<file path="config.mk">
export PLATFORM = sky130hd
export DESIGN_NAME = top_vga
export DESIGN_NICKNAME = d
export VERILOG_FILES = /design/src/verilog/vga_pkg.sv /design/src/verilog/vga_timing.sv /design/src/verilog/draw_bg.sv /design/src/verilog/draw_mouse.sv /design/src/verilog/top_vga.sv
export SDC_FILE = /design/constraint.sdc
export NUM_CORES = 1
export LEC_CHECK = 0
export ABC_AREA = 1
export BUFFER_PORTS_ARGS = -buffer_cell sky130_fd_sc_hd__buf_4
export CAP_MARGIN = 20
export CORE_MARGIN = 2
export CORE_UTILIZATION = 55
export CTS_CLUSTER_DIAMETER = 120
export DETAILED_ROUTE_END_ITERATION = 12
export GPL_TIMING_DRIVEN = 0
export PLACE_DENSITY = 0.76
export SLEW_MARGIN = 20
export SYNTH_ARGS = -nofsm -noshare
export SYNTH_HDL_FRONTEND = slang
export SYNTH_HIERARCHICAL = 1
export SYNTH_SLANG_ARGS = --single-unit
</file>
<file path="constraint.sdc">
create_clock -name clk -period 7.4 [get_ports clk]
set_input_delay 1.11 -clock clk [delete_from_list [all_inputs] [get_ports clk]]
set_output_delay 1.11 -clock clk [all_outputs]
set_load 0.05 [all_outputs]
</file>
<file path="src/verilog/vga_pkg.sv">
// shared types and colours for the vga pixel pipeline
package vga_pkg;

    // pixel and line counter width
    typedef logic [10:0] count_t;

    // pointer coordinate, as delivered by the mouse side
    typedef logic [11:0] pos_t;

    // 4:4:4 colour, red in the top nibble
    typedef logic [11:0] rgb_t;

    // one-pixel frame around the active area
    localparam rgb_t COLOR_BORDER = 12'hfff;

    // cursor fill
    localparam rgb_t COLOR_CURSOR = 12'hf00;

    // forced during horizontal and vertical blanking
    localparam rgb_t COLOR_BLANK  = 12'h000;

endpackage

</file>
<file path="src/verilog/vga_timing.sv">
`timescale 1ns/1ps

// horizontal and vertical counters with sync and blanking decode
module vga_timing import vga_pkg::*; #(
    parameter int H_ACTIVE = 800,
    parameter int H_FP     = 40,
    parameter int H_SYNC   = 128,
    parameter int H_BP     = 88,
    parameter int V_ACTIVE = 600,
    parameter int V_FP     = 1,
    parameter int V_SYNC   = 4,
    parameter int V_BP     = 23
) (
    input  logic   clk,
    input  logic   reset,
    output count_t hcount,
    output count_t vcount,
    output logic   hsync,
    output logic   vsync,
    output logic   hblnk,
    output logic   vblnk
);

    // last count of a line and of a frame
    localparam count_t H_LAST = count_t'(H_ACTIVE + H_FP + H_SYNC + H_BP - 1);
    localparam count_t V_LAST = count_t'(V_ACTIVE + V_FP + V_SYNC + V_BP - 1);

    // sync window, first count and first count past it
    localparam count_t H_SYNC_START = count_t'(H_ACTIVE + H_FP);
    localparam count_t H_SYNC_END   = count_t'(H_ACTIVE + H_FP + H_SYNC);
    localparam count_t V_SYNC_START = count_t'(V_ACTIVE + V_FP);
    localparam count_t V_SYNC_END   = count_t'(V_ACTIVE + V_FP + V_SYNC);

    // blanking starts right after the active area
    localparam count_t H_BLANK_START = count_t'(H_ACTIVE);
    localparam count_t V_BLANK_START = count_t'(V_ACTIVE);

    count_t hcount_nxt;
    count_t vcount_nxt;

    // counter advance, vcount steps on the line wrap
    always_comb begin
        hcount_nxt = hcount;
        vcount_nxt = vcount;
        if (hcount == H_LAST) begin
            hcount_nxt = '0;
            if (vcount == V_LAST) begin
                vcount_nxt = '0;
            end else begin
                vcount_nxt = vcount + count_t'(1);
            end
        end else begin
            hcount_nxt = hcount + count_t'(1);
        end
    end

    // flags are decoded from the next counts so they line up
    // with the counter values they are registered next to
    always_ff @(posedge clk) begin
        if (reset) begin
            hcount <= '0;
            vcount <= '0;
            hsync  <= 1'b0;
            vsync  <= 1'b0;
            hblnk  <= 1'b0;
            vblnk  <= 1'b0;
        end else begin
            hcount <= hcount_nxt;
            vcount <= vcount_nxt;
            // active high sync pulses
            hsync  <= (hcount_nxt >= H_SYNC_START) && (hcount_nxt < H_SYNC_END);
            vsync  <= (vcount_nxt >= V_SYNC_START) && (vcount_nxt < V_SYNC_END);
            // porches and sync all count as blanking
            hblnk  <= (hcount_nxt >= H_BLANK_START);
            vblnk  <= (vcount_nxt >= V_BLANK_START);
        end
    end

    // sync pulse sits inside the blanking interval
    a_hsync_in_hblnk: assert property (
        @(posedge clk) disable iff (reset) hsync |-> hblnk
    ) else $error("hsync high outside horizontal blanking");

    a_vsync_in_vblnk: assert property (
        @(posedge clk) disable iff (reset) vsync |-> vblnk
    ) else $error("vsync high outside vertical blanking");

endmodule

</file>
<file path="src/verilog/draw_bg.sv">
`timescale 1ns/1ps

// background stage, white border around a coloured gradient
module draw_bg import vga_pkg::*; #(
    parameter int H_ACTIVE = 800,
    parameter int V_ACTIVE = 600
) (
    input  logic   clk,
    input  logic   reset,
    input  count_t hcount_in,
    input  count_t vcount_in,
    input  logic   hsync_in,
    input  logic   vsync_in,
    input  logic   hblnk_in,
    input  logic   vblnk_in,
    output count_t hcount_out,
    output count_t vcount_out,
    output logic   hsync_out,
    output logic   vsync_out,
    output logic   hblnk_out,
    output logic   vblnk_out,
    output rgb_t   rgb_out
);

    // last active column and row
    localparam count_t H_EDGE = count_t'(H_ACTIVE - 1);
    localparam count_t V_EDGE = count_t'(V_ACTIVE - 1);

    // fixed blue nibble of the gradient
    localparam logic [3:0] GRAD_BLUE = 4'd8;

    rgb_t rgb_nxt;
    logic on_border;

    // first or last column or row of the active area
    assign on_border = (hcount_in == '0) || (hcount_in == H_EDGE) ||
                       (vcount_in == '0) || (vcount_in == V_EDGE);

    always_comb begin
        if (hblnk_in || vblnk_in) begin
            rgb_nxt = COLOR_BLANK;
        end else if (on_border) begin
            rgb_nxt = COLOR_BORDER;
        end else begin
            // red follows x, green follows y
            rgb_nxt = {hcount_in[7:4], vcount_in[7:4], GRAD_BLUE};
        end
    end

    // one stage of delay for colour and timing alike
    always_ff @(posedge clk) begin
        if (reset) begin
            hcount_out <= '0;
            vcount_out <= '0;
            hsync_out  <= 1'b0;
            vsync_out  <= 1'b0;
            hblnk_out  <= 1'b0;
            vblnk_out  <= 1'b0;
            rgb_out    <= COLOR_BLANK;
        end else begin
            hcount_out <= hcount_in;
            vcount_out <= vcount_in;
            hsync_out  <= hsync_in;
            vsync_out  <= vsync_in;
            hblnk_out  <= hblnk_in;
            vblnk_out  <= vblnk_in;
            rgb_out    <= rgb_nxt;
        end
    end

endmodule

</file>
<file path="src/verilog/draw_mouse.sv">
`timescale 1ns/1ps

// square cursor overlay, pointer position held for a whole frame
module draw_mouse import vga_pkg::*; #(
    parameter int CURSOR_SIZE = 8
) (
    input  logic   clk,
    input  logic   reset,
    input  pos_t   xpos,
    input  pos_t   ypos,
    input  count_t hcount_in,
    input  count_t vcount_in,
    input  logic   hsync_in,
    input  logic   vsync_in,
    input  logic   hblnk_in,
    input  logic   vblnk_in,
    input  rgb_t   rgb_in,
    output logic   hsync_out,
    output logic   vsync_out,
    output rgb_t   rgb_out
);

    // one spare bit so x + size cannot wrap
    localparam int EXT_W = $bits(pos_t) + 1;

    typedef logic [EXT_W-1:0] ext_t;

    typedef enum logic {
        WAIT_FRAME,
        TRACK
    } frame_state_t;

    frame_state_t state;
    frame_state_t state_nxt;

    pos_t xpos_q;
    pos_t ypos_q;
    pos_t x_cur;
    pos_t y_cur;

    // blanking of the pixel now on the outputs
    logic hblnk_q;
    logic vblnk_q;

    logic frame_start;
    logic draw_en;
    logic in_cursor;

    ext_t h_ext;
    ext_t v_ext;

    // (0, 0) right after a blanked pixel, so the zeros that
    // leave the previous stage during reset are not taken
    assign frame_start = (hcount_in == '0) && (vcount_in == '0) && vblnk_q;

    // the (0, 0) pixel already uses the freshly sampled position
    assign x_cur = frame_start ? xpos : xpos_q;
    assign y_cur = frame_start ? ypos : ypos_q;

    // nothing drawn before the first latch
    assign draw_en = (state == TRACK) || frame_start;

    assign h_ext = ext_t'(hcount_in);
    assign v_ext = ext_t'(vcount_in);

    // inside the square and outside blanking, which clips at the edge
    assign in_cursor = draw_en && !hblnk_in && !vblnk_in &&
                       (h_ext >= ext_t'(x_cur)) &&
                       (h_ext <  ext_t'(x_cur) + ext_t'(CURSOR_SIZE)) &&
                       (v_ext >= ext_t'(y_cur)) &&
                       (v_ext <  ext_t'(y_cur) + ext_t'(CURSOR_SIZE));

    always_comb begin
        state_nxt = state;
        case (state)
            WAIT_FRAME: begin
                if (frame_start) begin
                    state_nxt = TRACK;
                end
            end
            TRACK: begin
                state_nxt = TRACK;
            end
            default: begin
                state_nxt = WAIT_FRAME;
            end
        endcase
    end

    always_ff @(posedge clk) begin
        if (reset) begin
            state     <= WAIT_FRAME;
            xpos_q    <= '0;
            ypos_q    <= '0;
            hblnk_q   <= 1'b0;
            vblnk_q   <= 1'b0;
            hsync_out <= 1'b0;
            vsync_out <= 1'b0;
            rgb_out   <= COLOR_BLANK;
        end else begin
            state <= state_nxt;
            // position reload once per frame
            if (frame_start) begin
                xpos_q <= xpos;
                ypos_q <= ypos;
            end
            hblnk_q   <= hblnk_in;
            vblnk_q   <= vblnk_in;
            hsync_out <= hsync_in;
            vsync_out <= vsync_in;
            rgb_out   <= in_cursor ? COLOR_CURSOR : rgb_in;
        end
    end

    // background already blanks, the cursor must not undo it
    a_blank_black: assert property (
        @(posedge clk) disable iff (reset) (hblnk_q || vblnk_q) |-> (rgb_out == COLOR_BLANK)
    ) else $error("colour not black during blanking");

endmodule

</file>
<file path="src/verilog/top_vga.sv">
`timescale 1ns/1ps

// pipeline top, timing -> background -> cursor
module top_vga import vga_pkg::*; #(
    parameter int H_ACTIVE    = 800,
    parameter int H_FP        = 40,
    parameter int H_SYNC      = 128,
    parameter int H_BP        = 88,
    parameter int V_ACTIVE    = 600,
    parameter int V_FP        = 1,
    parameter int V_SYNC      = 4,
    parameter int V_BP        = 23,
    parameter int CURSOR_SIZE = 8
) (
    input  logic       clk,
    input  logic       reset,
    input  pos_t       xpos,
    input  pos_t       ypos,
    output logic       vs,
    output logic       hs,
    output logic [3:0] r,
    output logic [3:0] g,
    output logic [3:0] b
);

    // timing generator outputs
    count_t hcount_tim;
    count_t vcount_tim;
    logic   hsync_tim;
    logic   vsync_tim;
    logic   hblnk_tim;
    logic   vblnk_tim;

    // background stage outputs
    count_t hcount_bg;
    count_t vcount_bg;
    logic   hsync_bg;
    logic   vsync_bg;
    logic   hblnk_bg;
    logic   vblnk_bg;
    rgb_t   rgb_bg;

    // final colour
    rgb_t   rgb_mouse;

    assign {r, g, b} = rgb_mouse;

    vga_timing #(
        .H_ACTIVE (H_ACTIVE),
        .H_FP     (H_FP),
        .H_SYNC   (H_SYNC),
        .H_BP     (H_BP),
        .V_ACTIVE (V_ACTIVE),
        .V_FP     (V_FP),
        .V_SYNC   (V_SYNC),
        .V_BP     (V_BP)
    ) u_vga_timing (
        .clk    (clk),
        .reset  (reset),
        .hcount (hcount_tim),
        .vcount (vcount_tim),
        .hsync  (hsync_tim),
        .vsync  (vsync_tim),
        .hblnk  (hblnk_tim),
        .vblnk  (vblnk_tim)
    );

    draw_bg #(
        .H_ACTIVE (H_ACTIVE),
        .V_ACTIVE (V_ACTIVE)
    ) u_draw_bg (
        .clk        (clk),
        .reset      (reset),
        .hcount_in  (hcount_tim),
        .vcount_in  (vcount_tim),
        .hsync_in   (hsync_tim),
        .vsync_in   (vsync_tim),
        .hblnk_in   (hblnk_tim),
        .vblnk_in   (vblnk_tim),
        .hcount_out (hcount_bg),
        .vcount_out (vcount_bg),
        .hsync_out  (hsync_bg),
        .vsync_out  (vsync_bg),
        .hblnk_out  (hblnk_bg),
        .vblnk_out  (vblnk_bg),
        .rgb_out    (rgb_bg)
    );

    // pointer position arrives as plain levels
    draw_mouse #(
        .CURSOR_SIZE (CURSOR_SIZE)
    ) u_draw_mouse (
        .clk       (clk),
        .reset     (reset),
        .xpos      (xpos),
        .ypos      (ypos),
        .hcount_in (hcount_bg),
        .vcount_in (vcount_bg),
        .hsync_in  (hsync_bg),
        .vsync_in  (vsync_bg),
        .hblnk_in  (hblnk_bg),
        .vblnk_in  (vblnk_bg),
        .rgb_in    (rgb_bg),
        .hsync_out (hs),
        .vsync_out (vs),
        .rgb_out   (rgb_mouse)
    );

endmodule

</file>
==> impl.org <==
** Cells and area
- 0 antenna diodes ended up in the layout.
- In the final layout, flip-flops and latches occupy 0.00204 mm2.
- Footprint of the multi-input gates :: 0.00299 mm2
- Of the cells placed in the final design, the portion with a size suffix greater than 1 is 0.137.
- After the last flow step, the layout net total stands at 907.
- Counting the fill cells in the layout gives 892.
- From synthesis to final layout, the design area changed by 12.5%.

** STA
- The worst pin sits at a relative slew slack of 0.594.
- Time the worst path needs with I/O delays and setup :: 3.63 ns
- Setup repair after global routing left no endpoint under its margin.
- Final-report max-slew violation count :: 0
- The final count of hold timing violations is 0.
- Final-layout setup total negative slack :: 0 ns
- Setup violations remaining at the end of the flow were counted as 0.
- Static timing analysis puts the maximum clock frequency at 275 MHz.
- Worst-case clock skew :: 0.00748 ns
- For the pin with the worst max-slew slack, the measured transition is 0.609 ns.
- In the finished design, the share of the clock period the worst path needs comes to 0.491.
- On the final layout, the worst hold slack is 0.404 ns.

** Die
- For this configuration, the core starts out at a cell density of 0.571.
- Overall die area :: 0.0110 mm2
- 40 I/O pins were placed.
- Count of standard-cell rows :: 36
- Die span in x :: 105 um
- The die is 105 um tall.
- The total area inside the core boundary comes to 0.00982 mm2.

** Global routing
- Pin count of the biggest net entering global routing :: 17
- Busiest layer in global routing :: met2
- Total congestion overflow :: 0
- For this run, global-route usage on met2 was measured as 0.416.
- Wire length of the first global-routing pass :: 21300 um
- Vias in the first global route :: 4691
- Met3 Usage GRT :: 0.0293
- Met1 track demand over resource in global routing :: 0.294
- GR Util All Layers :: 0.237
- Number of antenna violations at the first check in global routing :: 0

** Power and ir drop
- Pwr dens :: 166 mW/mm2
- Leakage :: 3.00 nW
- Max VDD drop :: 0.000119 V

** Setup path
- The worst register-to-register path begins at u_draw_bg/hcount_out[6].
- The critical path is of the reg2reg type.
- Worst-case reg-to-reg path depth :: 24
- Worst Path Max Fanout :: 10
- Reg2reg end :: u_draw_mouse/rgb_out[10]
- Data on the critical path arrives at its endpoint at 3.86 ns.
- At the worst endpoint, the required time is 7.63 ns.
- Crit path capture type :: register
- Worst setup path startpoint :: u_draw_bg/hcount_out[6]
- Flop2flop setup slack :: 3.77 ns
- STA classifies the critical path startpoint as a register.

** Clocking
- Hold buffer count at CTS :: 0
- The clock passes through at most 2 buffers.
- At the later pin of the worst-skew pair, clock insertion delay measures 0.36 ns.
- TritonCTS built the clock tree.
- Buffer type at the clock tree root :: sky130_fd_sc_hd__clkbuf_8
- After clock tree synthesis, the clock-pin slew on the worst setup and hold paths is 0.10 ns.
- Once the clock tree was built, the setup fixing pass inserted 0 buffers.
- The clock drives 102 sinks.
- In this run, post-CTS repair resized a total of 0 instances.
- The clock tree synthesis step divided the H-tree into 3 levels.
- Counting the buffers created by CTS gives 9.

** Worst hold path
- Hold Startpoint :: u_vga_timing/hsync
- Path category of the worst min-delay check :: reg2reg
- The worst hold path passes through 2 cells.
- For hold timing, the worst endpoint is u_draw_bg/hsync_out.

** Logic synthesis
- Of the total synthesized cell area, the portion taken by full adders, half adders and majority gates is 0.0938.
- In this run, synthesis produced a sequential element count of 102.
- Number of warnings printed during yosys synthesis :: 6
- In the post-synthesis netlist, the biggest area contributors are sky130_fd_sc_hd__dfxtp_1 (36%), sky130_fd_sc_hd__nand2_1 (12%), sky130_fd_sc_hd__ha_1 (9.4%).
- Summed over all instances, the cell type with the most area after synthesis is sky130_fd_sc_hd__dfxtp_1.
- Fraction of registers with async set/reset :: 0
- After synthesis, the netlist uses 42 different library cells.
- The synthesized netlist occupies a cell area of 0.00560 mm2.
- Counting every net in the synthesized netlist gives 858.
- Share of the yosys chip area belonging to registers :: 0.364
- Number of flops mapped to enable cells by yosys :: 0
- For this run, the leading register cell type out of synthesis is sky130_fd_sc_hd__dfxtp_1.
- After synthesis, the largest family of logic cells by area is simple AND/OR/NAND/NOR gates.
- Mean instance size in the synthesized netlist :: 7.09 um2
- Mux cell area share after synthesis :: 0.00714
- Post-Synth Simple-Gate Area :: 0.350
- Number of instances in the synthesized netlist :: 790
- Share of the synthesized area in the top cell type :: 0.364
- Of the total synthesized cell area, the portion taken by XOR and XNOR cells is 0.0266.
- The area fraction in compound gates after synthesis is 0.0551.

** Route
- DRC violation count after routing :: 0
- In the final routed layout, each cell accounts on average for 12.7 um.
- In this run the remaining antenna-violating nets after routing total 0.
- 1st-iter DRT viols :: 202
- After detailed routing, the total wire length is 12400 um.
- Detailed Routing Iterations Pass 1 :: 4
- Vias after detailed routing :: 4899
- Vias per cell :: 5.01

** Job
- Max-cap violation count :: 0

** Place
- RePlAce Congestion :: 0.893
- Buffers placed on the I/O ports in this run total 38.
- Post-detailed-placement half-perimeter wirelength :: 9480 um

** Status
- The flow ran to the end, and the final reports show no timing, DRC or antenna violations.
[state kept, by name, summed over array words and instances (netlist names)]
register,flops
u_vga_timing/vsync,1
u_vga_timing/hsync,1
u_draw_bg/vblnk_out,1
u_draw_bg/vsync_out,1
u_draw_bg/rgb_out,10
u_draw_mouse/state,1
u_draw_mouse/vsync_out,1
u_vga_timing/hblnk,1
u_draw_mouse/rgb_out,12
u_draw_mouse/hsync_out,1
u_draw_bg/hblnk_out,1
u_draw_mouse/xpos_q,12
u_draw_mouse/vblnk_q,1
u_vga_timing/vcount,11
u_draw_bg/hcount_out,11
u_vga_timing/hcount,11
u_vga_timing/vblnk,1
u_draw_bg/vcount_out,11
u_draw_mouse/ypos_q,12
u_draw_bg/hsync_out,1
[logic make-up (layout without fill, tap and decap cells)]
kind of cell | Yosys count | count (layout)
simple gates | 432 | 432
buf+inv | 142 | 196
flops | 102 | 102
compound gates | 51 | 51
fa+ha+maj | 42 | 42
xor+xnor | 17 | 17
mux | 4 | 4
[synth_stat cells, types with 3 or more instances]
library cell,instances
sky130_fd_sc_hd__o21ai_2,4
sky130_fd_sc_hd__buf_4,3
sky130_fd_sc_hd__a21oi_1,19
sky130_fd_sc_hd__o21ai_0,11
sky130_fd_sc_hd__nor2_1,133
sky130_fd_sc_hd__o21ai_1,8
sky130_fd_sc_hd__or2_2,3
sky130_fd_sc_hd__dfxtp_1,102
sky130_fd_sc_hd__buf_6,4
sky130_fd_sc_hd__nor2_2,14
sky130_fd_sc_hd__nand2_2,6
sky130_fd_sc_hd__nor2_4,6
sky130_fd_sc_hd__clkbuf_1,8
sky130_fd_sc_hd__o21a_1,3
sky130_fd_sc_hd__nand4_1,11
sky130_fd_sc_hd__nand3_2,6
sky130_fd_sc_hd__nand2_1,177
sky130_fd_sc_hd__nand3_1,36
sky130_fd_sc_hd__inv_2,5
sky130_fd_sc_hd__ha_1,42
sky130_fd_sc_hd__xor2_1,15
sky130_fd_sc_hd__inv_1,120
sky130_fd_sc_hd__nor3_1,27
sky130_fd_sc_hd__mux2i_1,4
[critical path, stage by stage (launching register included)]
cell	delay (ns)
sky130_fd_sc_hd__dfxtp_1	0.36
sky130_fd_sc_hd__nor2_1	0.11
sky130_fd_sc_hd__nand2_1	0.09
sky130_fd_sc_hd__nor2_4	0.24
sky130_fd_sc_hd__nand3_4	0.18
sky130_fd_sc_hd__buf_2	0.24
sky130_fd_sc_hd__o21ai_1	0.29
sky130_fd_sc_hd__inv_1	0.14
sky130_fd_sc_hd__ha_1	0.25
sky130_fd_sc_hd__nand2_1	0.09
sky130_fd_sc_hd__nor2_2	0.05
sky130_fd_sc_hd__xor2_1	0.14
sky130_fd_sc_hd__ha_1	0.28
sky130_fd_sc_hd__inv_1	0.05
sky130_fd_sc_hd__nor3_1	0.16
sky130_fd_sc_hd__o21ai_0	0.11
sky130_fd_sc_hd__nand3_1	0.08
sky130_fd_sc_hd__nand3_1	0.06
sky130_fd_sc_hd__nand2_1	0.06
sky130_fd_sc_hd__nand2_1	0.05
sky130_fd_sc_hd__nand2_1	0.11
sky130_fd_sc_hd__nor2_4	0.06
sky130_fd_sc_hd__buf_6	0.14
sky130_fd_sc_hd__nor2_2	0.11
sky130_fd_sc_hd__nor2_2	0.05
[placed cells by master, fill, tap and decap left out, drive strengths merged]
cell    count
nor4        1
nor3b       1
nand3b      2
nor2      153
o21a        3
nand4      12
a211oi      2
bufinv      3
nor3       31
ha         42
nand3      43
xor2       15
buf        46
mux2i       4
nand2     183
o21ai      25
dfxtp     102
and2        1
inv       125
or2         4
a21oi      19
o22ai       1
and3        1
clkbuf     18
xnor2       2
o31ai       1
clkinv      4
[area by class of cell]
| class | count | share of cell area |
|---|---|---|
| clock inverters | 6 | 0.0173 |
| repair buffers | 38 | 0.0453 |
| clock buffers | 10 | 0.0218 |
| inverters | 126 | 0.0752 |
| well taps | 133 | 0.0264 |
| plain buffers | 16 | 0.0163 |
| multi-input cells | 546 | 0.474 |
| flip-flops and latches | 102 | 0.324 |
[how the worst max path moves through the flow]
| stage | end | slack [ns] |
|---|---|---|
| 4_1_cts | u_draw_mouse/rgb_out[10] | 3.80 |
| 3_3_place_gp | u_draw_mouse/rgb_out[10] | 3.82 |
| 2_1_floorplan | u_draw_mouse/rgb_out[10] | 4.22 |
| 6_report | u_draw_mouse/rgb_out[10] | 3.77 |
| 3_5_place_dp | u_draw_mouse/rgb_out[10] | 3.79 |
| 5_1_grt | u_draw_mouse/rgb_out[10] | 3.36 |
[routing by layer]
metal | vias up | part of all wire
li1 | 2557 | -
met1 | 2192 | 0.44
met2 | 122 | 0.48
met3 | 28 | 0.057
met4 | 0 | 0.025
met5 | - | 0
[metrics by stage]
stage | total power, mW | setup slack (ns) | instances | cell area [um2] | util
2_1_floorplan | 0.611 | 4.22 | 790 | 5600 | -
3_3_place_gp | 0.634 | 3.82 | 961 | 6060 | 0.617
3_5_place_dp | 0.636 | 3.79 | 961 | 6060 | 0.617
4_1_cts | 1.06 | 3.80 | 977 | 6300 | 0.642
5_1_grt | 1.08 | 3.36 | 977 | 6300 | 0.642
6_report | 1.05 | 3.77 | 977 | 6300 | 0.642
[report_power, final]
| group | total [mW] | leakage (nW) | internal (mW) | switching [mW] |
|---|---|---|---|---|
| registers | 0.562 | 0.829 | 0.557 | 0.00466 |
| clock network | 0.424 | 0.126 | 0.233 | 0.190 |
| logic | 0.0610 | 2.04 | 0.0228 | 0.0382 |
| total | 1.05 | 3.00 | 0.813 | 0.233 |
(Power assumes the default switching activity.)
